===== config.mk =====
export PLATFORM = sky130hd
export DESIGN_NAME = scope_trigger_top
export DESIGN_NICKNAME = d
export VERILOG_FILES = /design/src/source/scope_pkg.sv /design/src/source/trig_if.sv /design/src/source/sample_decimator.sv /design/src/source/trigger_detector.sv /design/src/source/capture_buffer.sv /design/src/source/scope_trigger_top.sv
export SDC_FILE = /design/constraint.sdc
export NUM_CORES = 2
export LEC_CHECK = 0
export BUFFER_PORTS_ARGS = -buffer_cell sky130_fd_sc_hd__buf_4
export CAP_MARGIN = 30
export CORE_ASPECT_RATIO = 1.75
export CORE_UTILIZATION = 45
export DETAILED_ROUTE_END_ITERATION = 6
export HOLD_SLACK_MARGIN = 0.1
export PLACE_DENSITY_LB_ADDON = 0.3
export SYNTH_ARGS = -nofsm -noshare
export SYNTH_HDL_FRONTEND = slang
export SYNTH_SLANG_ARGS = --single-unit

===== constraint.sdc =====
create_clock -name clk -period 4.5 [get_ports clk]
set_input_delay 0.45 -clock clk [delete_from_list [all_inputs] [get_ports clk]]
set_output_delay 0.45 -clock clk [all_outputs]
set_load 0.05 [all_outputs]

===== src/source/scope_pkg.sv =====
`default_nettype none

// Shared types for the scope trigger and capture path

package scope_pkg;

    //////////////////////////////
    // Sample format
    //////////////////////////////

    // ADC code width
    localparam int SAMPLE_W = 12;

    // One unsigned ADC sample, zero code at the bottom of the range
    typedef logic [SAMPLE_W-1:0] sample_t;

    //////////////////////////////
    // Trigger setup
    //////////////////////////////

    // Edge that fires the trigger
    typedef enum logic {
        EDGE_RISING  = 1'b0,
        EDGE_FALLING = 1'b1
    } trig_edge_t;

    // Hysteresis FSM in the detector
    typedef enum logic {
        TRIG_WAIT_ARM   = 1'b0,  // Waiting to leave the band on the far side
        TRIG_WAIT_CROSS = 1'b1   // Waiting for the level crossing
    } trig_state_t;

    //////////////////////////////
    // Capture control
    //////////////////////////////

    typedef enum logic [1:0] {
        CAP_IDLE  = 2'd0,
        CAP_ARMED = 2'd1,
        CAP_FILL  = 2'd2,
        CAP_DONE  = 2'd3
    } cap_state_t;

endpackage

`default_nettype wire


===== src/source/trig_if.sv =====
`timescale 1ns/100ps
`default_nettype none

// Detector to capture link
interface trig_if;

    // Qualified sample stream
    scope_pkg::sample_t data;
    logic               valid;

    // First sample of the record, only with valid
    logic trigger;

    // Capture side is waiting for a trigger
    logic armed;

    // Trigger detector side
    modport detector (
        output data,
        output valid,
        output trigger,
        input  armed
    );

    // Capture memory side
    modport capture (
        input  data,
        input  valid,
        input  trigger,
        output armed
    );

endinterface

`default_nettype wire


===== src/source/sample_decimator.sv =====
`timescale 1ns/100ps
`default_nettype none

// Keeps one ADC sample out of every period plus one valid samples
module sample_decimator #(
    parameter int COARSE_STEP = 18
) (
    input  wire logic               clk,
    input  wire logic               rst,
    input  wire scope_pkg::sample_t adc_data,
    input  wire logic               adc_valid,
    input  wire logic [11:0]        decim_coarse,
    input  wire logic [11:0]        decim_fine,
    output scope_pkg::sample_t      dec_sample,
    output logic                    dec_valid
);

    //////////////////////////////
    // Period
    //////////////////////////////

    // Product width for coarse times step, one more bit for the fine add
    localparam int STEP_W = $clog2(COARSE_STEP + 1);
    localparam int PER_W  = 12 + STEP_W + 1;

    logic [PER_W-1:0] period;
    logic [PER_W-1:0] count;
    logic             hit;

    // Period straight from the static settings
    assign period = PER_W'(decim_coarse) * PER_W'(COARSE_STEP) + PER_W'(decim_fine);

    // Current valid sample is the one to keep
    assign hit = (count == period);

    //////////////////////////////
    // Counter and output
    //////////////////////////////

    // Count only advances on accepted samples
    always_ff @(posedge clk) begin
        if (rst) begin
            count     <= '0;
            dec_valid <= 1'b0;
        end else begin
            dec_valid <= adc_valid && hit;
            if (adc_valid) begin
                if (hit) begin
                    count <= '0;
                end else begin
                    count <= count + 1'b1;
                end
            end
        end
    end

    // Payload capture, qualified by dec_valid downstream
    always_ff @(posedge clk) begin
        if (adc_valid && hit) begin
            dec_sample <= adc_data;
        end
    end

    // Period settings hold still once out of reset
    assert property (@(posedge clk) disable iff (rst)
        $stable(decim_coarse) && $stable(decim_fine));

endmodule

`default_nettype wire


===== src/source/trigger_detector.sv =====
`timescale 1ns/100ps
`default_nettype none

// Level trigger with hysteresis on the decimated stream
module trigger_detector #(
    parameter int HYST = 8
) (
    input  wire logic                  clk,
    input  wire logic                  rst,
    input  wire scope_pkg::sample_t    dec_sample,
    input  wire logic                  dec_valid,
    input  wire scope_pkg::sample_t    trig_level,
    input  wire scope_pkg::trig_edge_t trig_edge,
    trig_if.detector                   trg
);

    //////////////////////////////
    // Signed compare values
    //////////////////////////////

    // Two extra bits, so level +/- HYST never wraps
    localparam int CMP_W = scope_pkg::SAMPLE_W + 2;

    logic signed [CMP_W-1:0] samp_s;
    logic signed [CMP_W-1:0] level_s;
    logic signed [CMP_W-1:0] band_lo;
    logic signed [CMP_W-1:0] band_hi;

    // Zero extend the unsigned codes
    assign samp_s  = $signed({2'b00, dec_sample});
    assign level_s = $signed({2'b00, trig_level});

    // Band below may go negative, band above may pass full scale
    assign band_lo = level_s - CMP_W'(HYST);
    assign band_hi = level_s + CMP_W'(HYST);

    //////////////////////////////
    // Edge qualifiers
    //////////////////////////////

    logic rising;
    logic arm_hit;
    logic cross_hit;

    assign rising = (trig_edge == scope_pkg::EDGE_RISING);

    // Far side of the band, opposite to the edge direction
    assign arm_hit = rising ? (samp_s <= band_lo) : (samp_s >= band_hi);

    // Reached or passed the level
    assign cross_hit = rising ? (samp_s >= level_s) : (samp_s <= level_s);

    //////////////////////////////
    // Hysteresis FSM
    //////////////////////////////

    scope_pkg::trig_state_t state;

    always_ff @(posedge clk) begin
        if (rst) begin
            state       <= scope_pkg::TRIG_WAIT_ARM;
            trg.valid   <= 1'b0;
            trg.trigger <= 1'b0;
        end else begin
            // Stream passes through one cycle late
            trg.valid   <= dec_valid;
            trg.trigger <= 1'b0;
            if (!trg.armed) begin
                // Start over every time capture is not waiting
                state <= scope_pkg::TRIG_WAIT_ARM;
            end else if (dec_valid) begin
                case (state)
                    scope_pkg::TRIG_WAIT_ARM: begin
                        if (arm_hit) begin
                            state <= scope_pkg::TRIG_WAIT_CROSS;
                        end
                    end
                    scope_pkg::TRIG_WAIT_CROSS: begin
                        // Fire on this very sample
                        if (cross_hit) begin
                            trg.trigger <= 1'b1;
                            state       <= scope_pkg::TRIG_WAIT_ARM;
                        end
                    end
                    default: begin
                        state <= scope_pkg::TRIG_WAIT_ARM;
                    end
                endcase
            end
        end
    end

    // Sample kept alongside valid and trigger
    always_ff @(posedge clk) begin
        if (dec_valid) begin
            trg.data <= dec_sample;
        end
    end

    //////////////////////////////
    // Checks
    //////////////////////////////

    // Trigger lands on a real sample while capture still waits for it
    assert property (@(posedge clk) disable iff (rst)
        trg.trigger |-> (trg.valid && trg.armed));

endmodule

`default_nettype wire


===== src/source/capture_buffer.sv =====
`timescale 1ns/100ps
`default_nettype none

// Arm/fill/done control with the record memory and read port
module capture_buffer #(
    parameter int DEPTH = 256
) (
    input  wire logic                       clk,
    input  wire logic                       rst,
    input  wire logic                       arm,
    input  wire logic [$clog2(DEPTH)-1:0]   rd_addr,
    output scope_pkg::sample_t              rd_data,
    output logic                            capture_busy,
    output logic                            capture_done,
    trig_if.capture                         trg
);

    localparam int AW = $clog2(DEPTH);

    scope_pkg::cap_state_t state;
    logic [AW-1:0]         wr_addr;
    logic                  mem_we;
    logic                  last;

    // Record storage
    scope_pkg::sample_t mem [DEPTH];

    //////////////////////////////
    // Status decode
    //////////////////////////////

    assign trg.armed    = (state == scope_pkg::CAP_ARMED);
    assign capture_busy = (state == scope_pkg::CAP_ARMED) || (state == scope_pkg::CAP_FILL);
    assign capture_done = (state == scope_pkg::CAP_DONE);

    // Trigger sample goes to 0, then each valid one after it
    assign mem_we = (state == scope_pkg::CAP_ARMED && trg.trigger) ||
                    (state == scope_pkg::CAP_FILL && trg.valid);

    // Write at the top address ends the record
    assign last = (wr_addr == AW'(DEPTH - 1));

    //////////////////////////////
    // Control FSM
    //////////////////////////////

    always_ff @(posedge clk) begin
        if (rst) begin
            state   <= scope_pkg::CAP_IDLE;
            wr_addr <= '0;
        end else begin
            if (mem_we) begin
                wr_addr <= wr_addr + 1'b1;
            end
            case (state)
                scope_pkg::CAP_IDLE, scope_pkg::CAP_DONE: begin
                    if (arm) begin
                        state   <= scope_pkg::CAP_ARMED;
                        wr_addr <= '0;
                    end
                end
                scope_pkg::CAP_ARMED: begin
                    // Arm pulses here are ignored
                    if (trg.trigger) begin
                        state <= last ? scope_pkg::CAP_DONE : scope_pkg::CAP_FILL;
                    end
                end
                scope_pkg::CAP_FILL: begin
                    if (trg.valid && last) begin
                        state <= scope_pkg::CAP_DONE;
                    end
                end
                default: begin
                    state <= scope_pkg::CAP_IDLE;
                end
            endcase
        end
    end

    //////////////////////////////
    // Memory
    //////////////////////////////

    always_ff @(posedge clk) begin
        if (mem_we) begin
            mem[wr_addr] <= trg.data;
        end
    end

    // Registered read, open in every state
    always_ff @(posedge clk) begin
        rd_data <= mem[rd_addr];
    end

    // Trigger write lands at 0, fill writes never wrap back to it
    assert property (@(posedge clk) disable iff (rst)
        mem_we |-> ((state == scope_pkg::CAP_ARMED) == (wr_addr == '0)));

    // Done only follows the write at the top address
    assert property (@(posedge clk) disable iff (rst)
        $rose(capture_done) |-> $past(mem_we && last));

endmodule

`default_nettype wire


===== src/source/scope_trigger_top.sv =====
`timescale 1ns/100ps
`default_nettype none

// Scope trigger and capture path, decimator to detector to record memory
module scope_trigger_top #(
    parameter int COARSE_STEP = 18,
    parameter int HYST        = 8,
    parameter int DEPTH       = 256
) (
    input  wire logic                      clk,
    input  wire logic                      rst,

    // ADC stream
    input  wire scope_pkg::sample_t        adc_data,
    input  wire logic                      adc_valid,

    // Decimation setup, held while out of reset
    input  wire logic [11:0]               decim_coarse,
    input  wire logic [11:0]               decim_fine,

    // Trigger setup
    input  wire scope_pkg::sample_t        trig_level,
    input  wire scope_pkg::trig_edge_t     trig_edge,
    input  wire logic                      arm,

    // Record readback
    input  wire logic [$clog2(DEPTH)-1:0]  rd_addr,
    output scope_pkg::sample_t             rd_data,
    output logic                           capture_busy,
    output logic                           capture_done
);

    //////////////////////////////
    // Internal links
    //////////////////////////////

    // Decimated stream
    scope_pkg::sample_t dec_sample;
    logic               dec_valid;

    // Detector to capture
    trig_if trg ();

    //////////////////////////////
    // Blocks
    //////////////////////////////

    sample_decimator #(
        .COARSE_STEP (COARSE_STEP)
    ) u_decimator (
        .clk          (clk),
        .rst          (rst),
        .adc_data     (adc_data),
        .adc_valid    (adc_valid),
        .decim_coarse (decim_coarse),
        .decim_fine   (decim_fine),
        .dec_sample   (dec_sample),
        .dec_valid    (dec_valid)
    );

    trigger_detector #(
        .HYST (HYST)
    ) u_detector (
        .clk        (clk),
        .rst        (rst),
        .dec_sample (dec_sample),
        .dec_valid  (dec_valid),
        .trig_level (trig_level),
        .trig_edge  (trig_edge),
        .trg        (trg.detector)
    );

    capture_buffer #(
        .DEPTH (DEPTH)
    ) u_capture (
        .clk          (clk),
        .rst          (rst),
        .arm          (arm),
        .rd_addr      (rd_addr),
        .rd_data      (rd_data),
        .capture_busy (capture_busy),
        .capture_done (capture_done),
        .trg          (trg.capture)
    );

endmodule

`default_nettype wire


==> impl_metrics.yaml <==
power:
  p_per_area_nw_per_um2: 420.1
  ir_drop_mv: 0.2905
  leakage_nw: 43.87
  total_power_mw: 58.82
yosys:
  synth_ff_type: "edfxtp_1"
  synth_edf_count: 3096
  synth_warnings: 0
  synth_seq_area_share_pct: 76.76
  synth-seq-cells: 3140
  syn_avg_cell_area_um2: 23.63
  async_flop_share_pct: 0
  synthesis.nets: 5305
  syn_inst: 5174
  synth_area_um2: 122300
  ys_types: 56
floorplanning:
  initial_core_util_pct: 45.35
  die_w_um: 396.0
  rows: 252
  ios: 75
  dieArea_um2: 273900
  core-area_um2: 269600
  die_y_um: 691.6
clock_network:
  root_buffer: "clkbuf_16"
  clkSlewWorstSetupHoldPaths_ps: 60
  numCtsBuffers: 287
  cts_sinks: 3140
  cts.path.max_buffers: 4
  clock_latency_ps: 880
  cts_htree_levels: 5
  cts_tree: "done"
finish:
  final_common_cell: "edfxtp_1"
  drive_gt1_share_pct: 33.32
  fin_util_pct: 51.94
  fill_cells: 20593
  synthToLayoutAreaGrowth_pct: 14.53
  final_cell_mix: "edfxtp_1, mux4_2, buf_4"
  nets: 5897
  final_area_um2: 140000
  fin_cells: 9542
timing:
  setup_viol: 0
  hold_ws_ps: 170.6
  setup_ws_ps: 153.8
  worst_pin_slew_ps: 1281
  fin_skew_ps: 78.11
  period_needed_ps: 4346
  period_share_pct: 96.58
  max_freq_ghz: 0.2301
  maxSlewHeadroom_pct: 14.58
  hold_violations: 0
  finalSetupTns_ps: 0
  slew_viol_final: 0
detailed_routing:
  drt_iter0_drc: 5327
  drcViolationCount: 0
  viasPerCell: 5.873
  routed_wl_mm: 289.3
  ant_nets: 0
  routed-via-count: 56040
  drtPass1Iterations: 7
  routedWlPerCell_um: 30.32
placed_design:
  place_area_um2: 130600
  io_buffers: 74
  gp_congestion: 0.8833
  pre_cts_slack_ps: -266.9
  dp_hpwl_mm: 184.7
  placedCellCount: 9007
global_route:
  grt_pass1_vias: 58744
  grt_util_all_layers_pct: 21.13
  grt_antenna_before_repair: 8
  grt_max_degree: 192
  grt_overflow: 0
  grt_pass1_wl_mm: 419.9
critical_path:
  path_cells: "buf_4, ha_1, ha_1, inv_1, fa_2, nor2b_1, o31a_1, o21a_1, nor2_1, xnor2_1, ha_1, xor2_1, buf_4, nor3_1, a21oi_1, a2111oi_2, buf_4, nand4_1, nor4b_4, buf_12, buf_12, nor3_1, dlygate4sd3_1"
  critPathSlowestCell: "dlygate4sd3_1"
  rr_worst_depth: 6
  crit_fanout: 6
  end_kind: "register"
  crit_arrival_ps: 5100
  crit_required_ps: 5250
  critPathMaxStageDelay_ps: 570
  crit_type: "in -> reg"
  cp-start-kind: "input pin"
status:
  status: "finished, final reports clean"
worst_hold_path:
  whs_path_depth: 5
  worstHoldPathType: "in -> reg"
job:
  drv_cap: 0
## power by group
part	internal (mW)	switching [mW]
Combinational	1.45	1.66
Sequential	31.6	0.0297
Clock	13.4	10.6
## sequential cells by signal, summed over array words and instances (netlist names)
name and flops:
u_decimator.dec_valid 1, u_capture.wr_addr 8, u_capture.state 2, u_capture.mem 3072, u_detector.trg.valid 1, u_detector.state 1, u_detector.trg.trigger 1, u_detector.trg.data 12
u_decimator.count 18, u_decimator.dec_sample 12, u_capture.rd_data 12
## final timing paths
path,from,to,slack (ps)
min,arm,u_capture.state[0]$_SDFFE_PP0P_,170
max reg2reg,u_capture.state[0]$_SDFFE_PP0P_,u_capture.mem[127][8]$_DFFE_PP_,990
max,decim_coarse[4],u_decimator.count[0]$_SDFFE_PP0P_,150
min reg2reg,u_decimator.dec_sample[0]$_DFFE_PP_,u_detector.trg.data[0]$_DFFE_PP_,490
## cells in the mapped netlist (all sizes together) (3+ instances only)
cell type  instances  area share, %
a2111oi            5          0.036
a211o              3          0.021
a211oi             8          0.049
a21o              10          0.061
a21oi             24          0.098
a31oi              3          0.015
and3              12          0.061
and4               3          0.021
buf               82           0.32
clkbuf           193           0.59
dfxtp             44           0.72
edfxtp          3096             76
ha                68           0.70
inv               27          0.083
mux4            1020             19
nand2             52           0.16
nand2b             5          0.026
nand3             36           0.15
nand4             11          0.056
nor2             291           0.89
nor2b             11          0.056
nor3              33           0.14
nor4               5          0.026
o211ai             5          0.031
o21a               9          0.055
o21ai             19          0.078
o31a               3          0.021
xnor2             42           0.30
xor2              23           0.16
## worst max-delay path: cells and delay by family
| family | cells | cell delay (ps) |
|---|---|---|
| buffers and inverters | 7 | 1350 |
| adders and majority gates | 4 | 1200 |
| and+or+nand+nor | 6 | 950 |
| AOI/OAI and AO/OA | 4 | 850 |
| xor gates and xnor gates | 2 | 320 |
## final cells by class
class	count	area (µm²)	share of cell area, %
inverters	28	105.1	0.07506
clock inverters	155	1413	1.009
clock buffers	347	7641	5.457
multi-input cells	1731	27270	19.47
diodes	7	17.52	0.01251
flip-flops and latches	3140	93850	67.02
well taps	3556	4449	3.177
repair buffers	578	5286	3.775
## cell families after synthesis
logic type               count (synthesis)  share of synthesized area, %
AO/OA/AOI/OAI                          107                        0.5966
XOR/XNOR                                66                        0.4840
adder cells (fa/ha/maj)                 70                        0.7286
buffers and inverters                  303                        0.9947
flip-flops                            3140                         76.76
multiplexers                          1021                         18.80
AND/OR/NAND/NOR                        467                         1.641
## per-layer routing
layer  vias to the layer above  GRT usage [%]  routed length (µm)
li1                      23307              -                   -
met1                     30432          25.50              104500
met2                      1821          38.14              156600
met3                       476          2.601               15140
met4                         4          8.740               13100
met5                         -              0                  21
## what timing repair did
item | 4_1_cts | 5_1_grt
endpoints found under the setup margin | 0 | 1
gates resized for setup | 0 | 6
hold buffers | 19 | 0
hold endpoints to repair | 48 | 0
buffers inserted | 0 | 4
No activity file was read; power rests on OpenSTA's default activity.
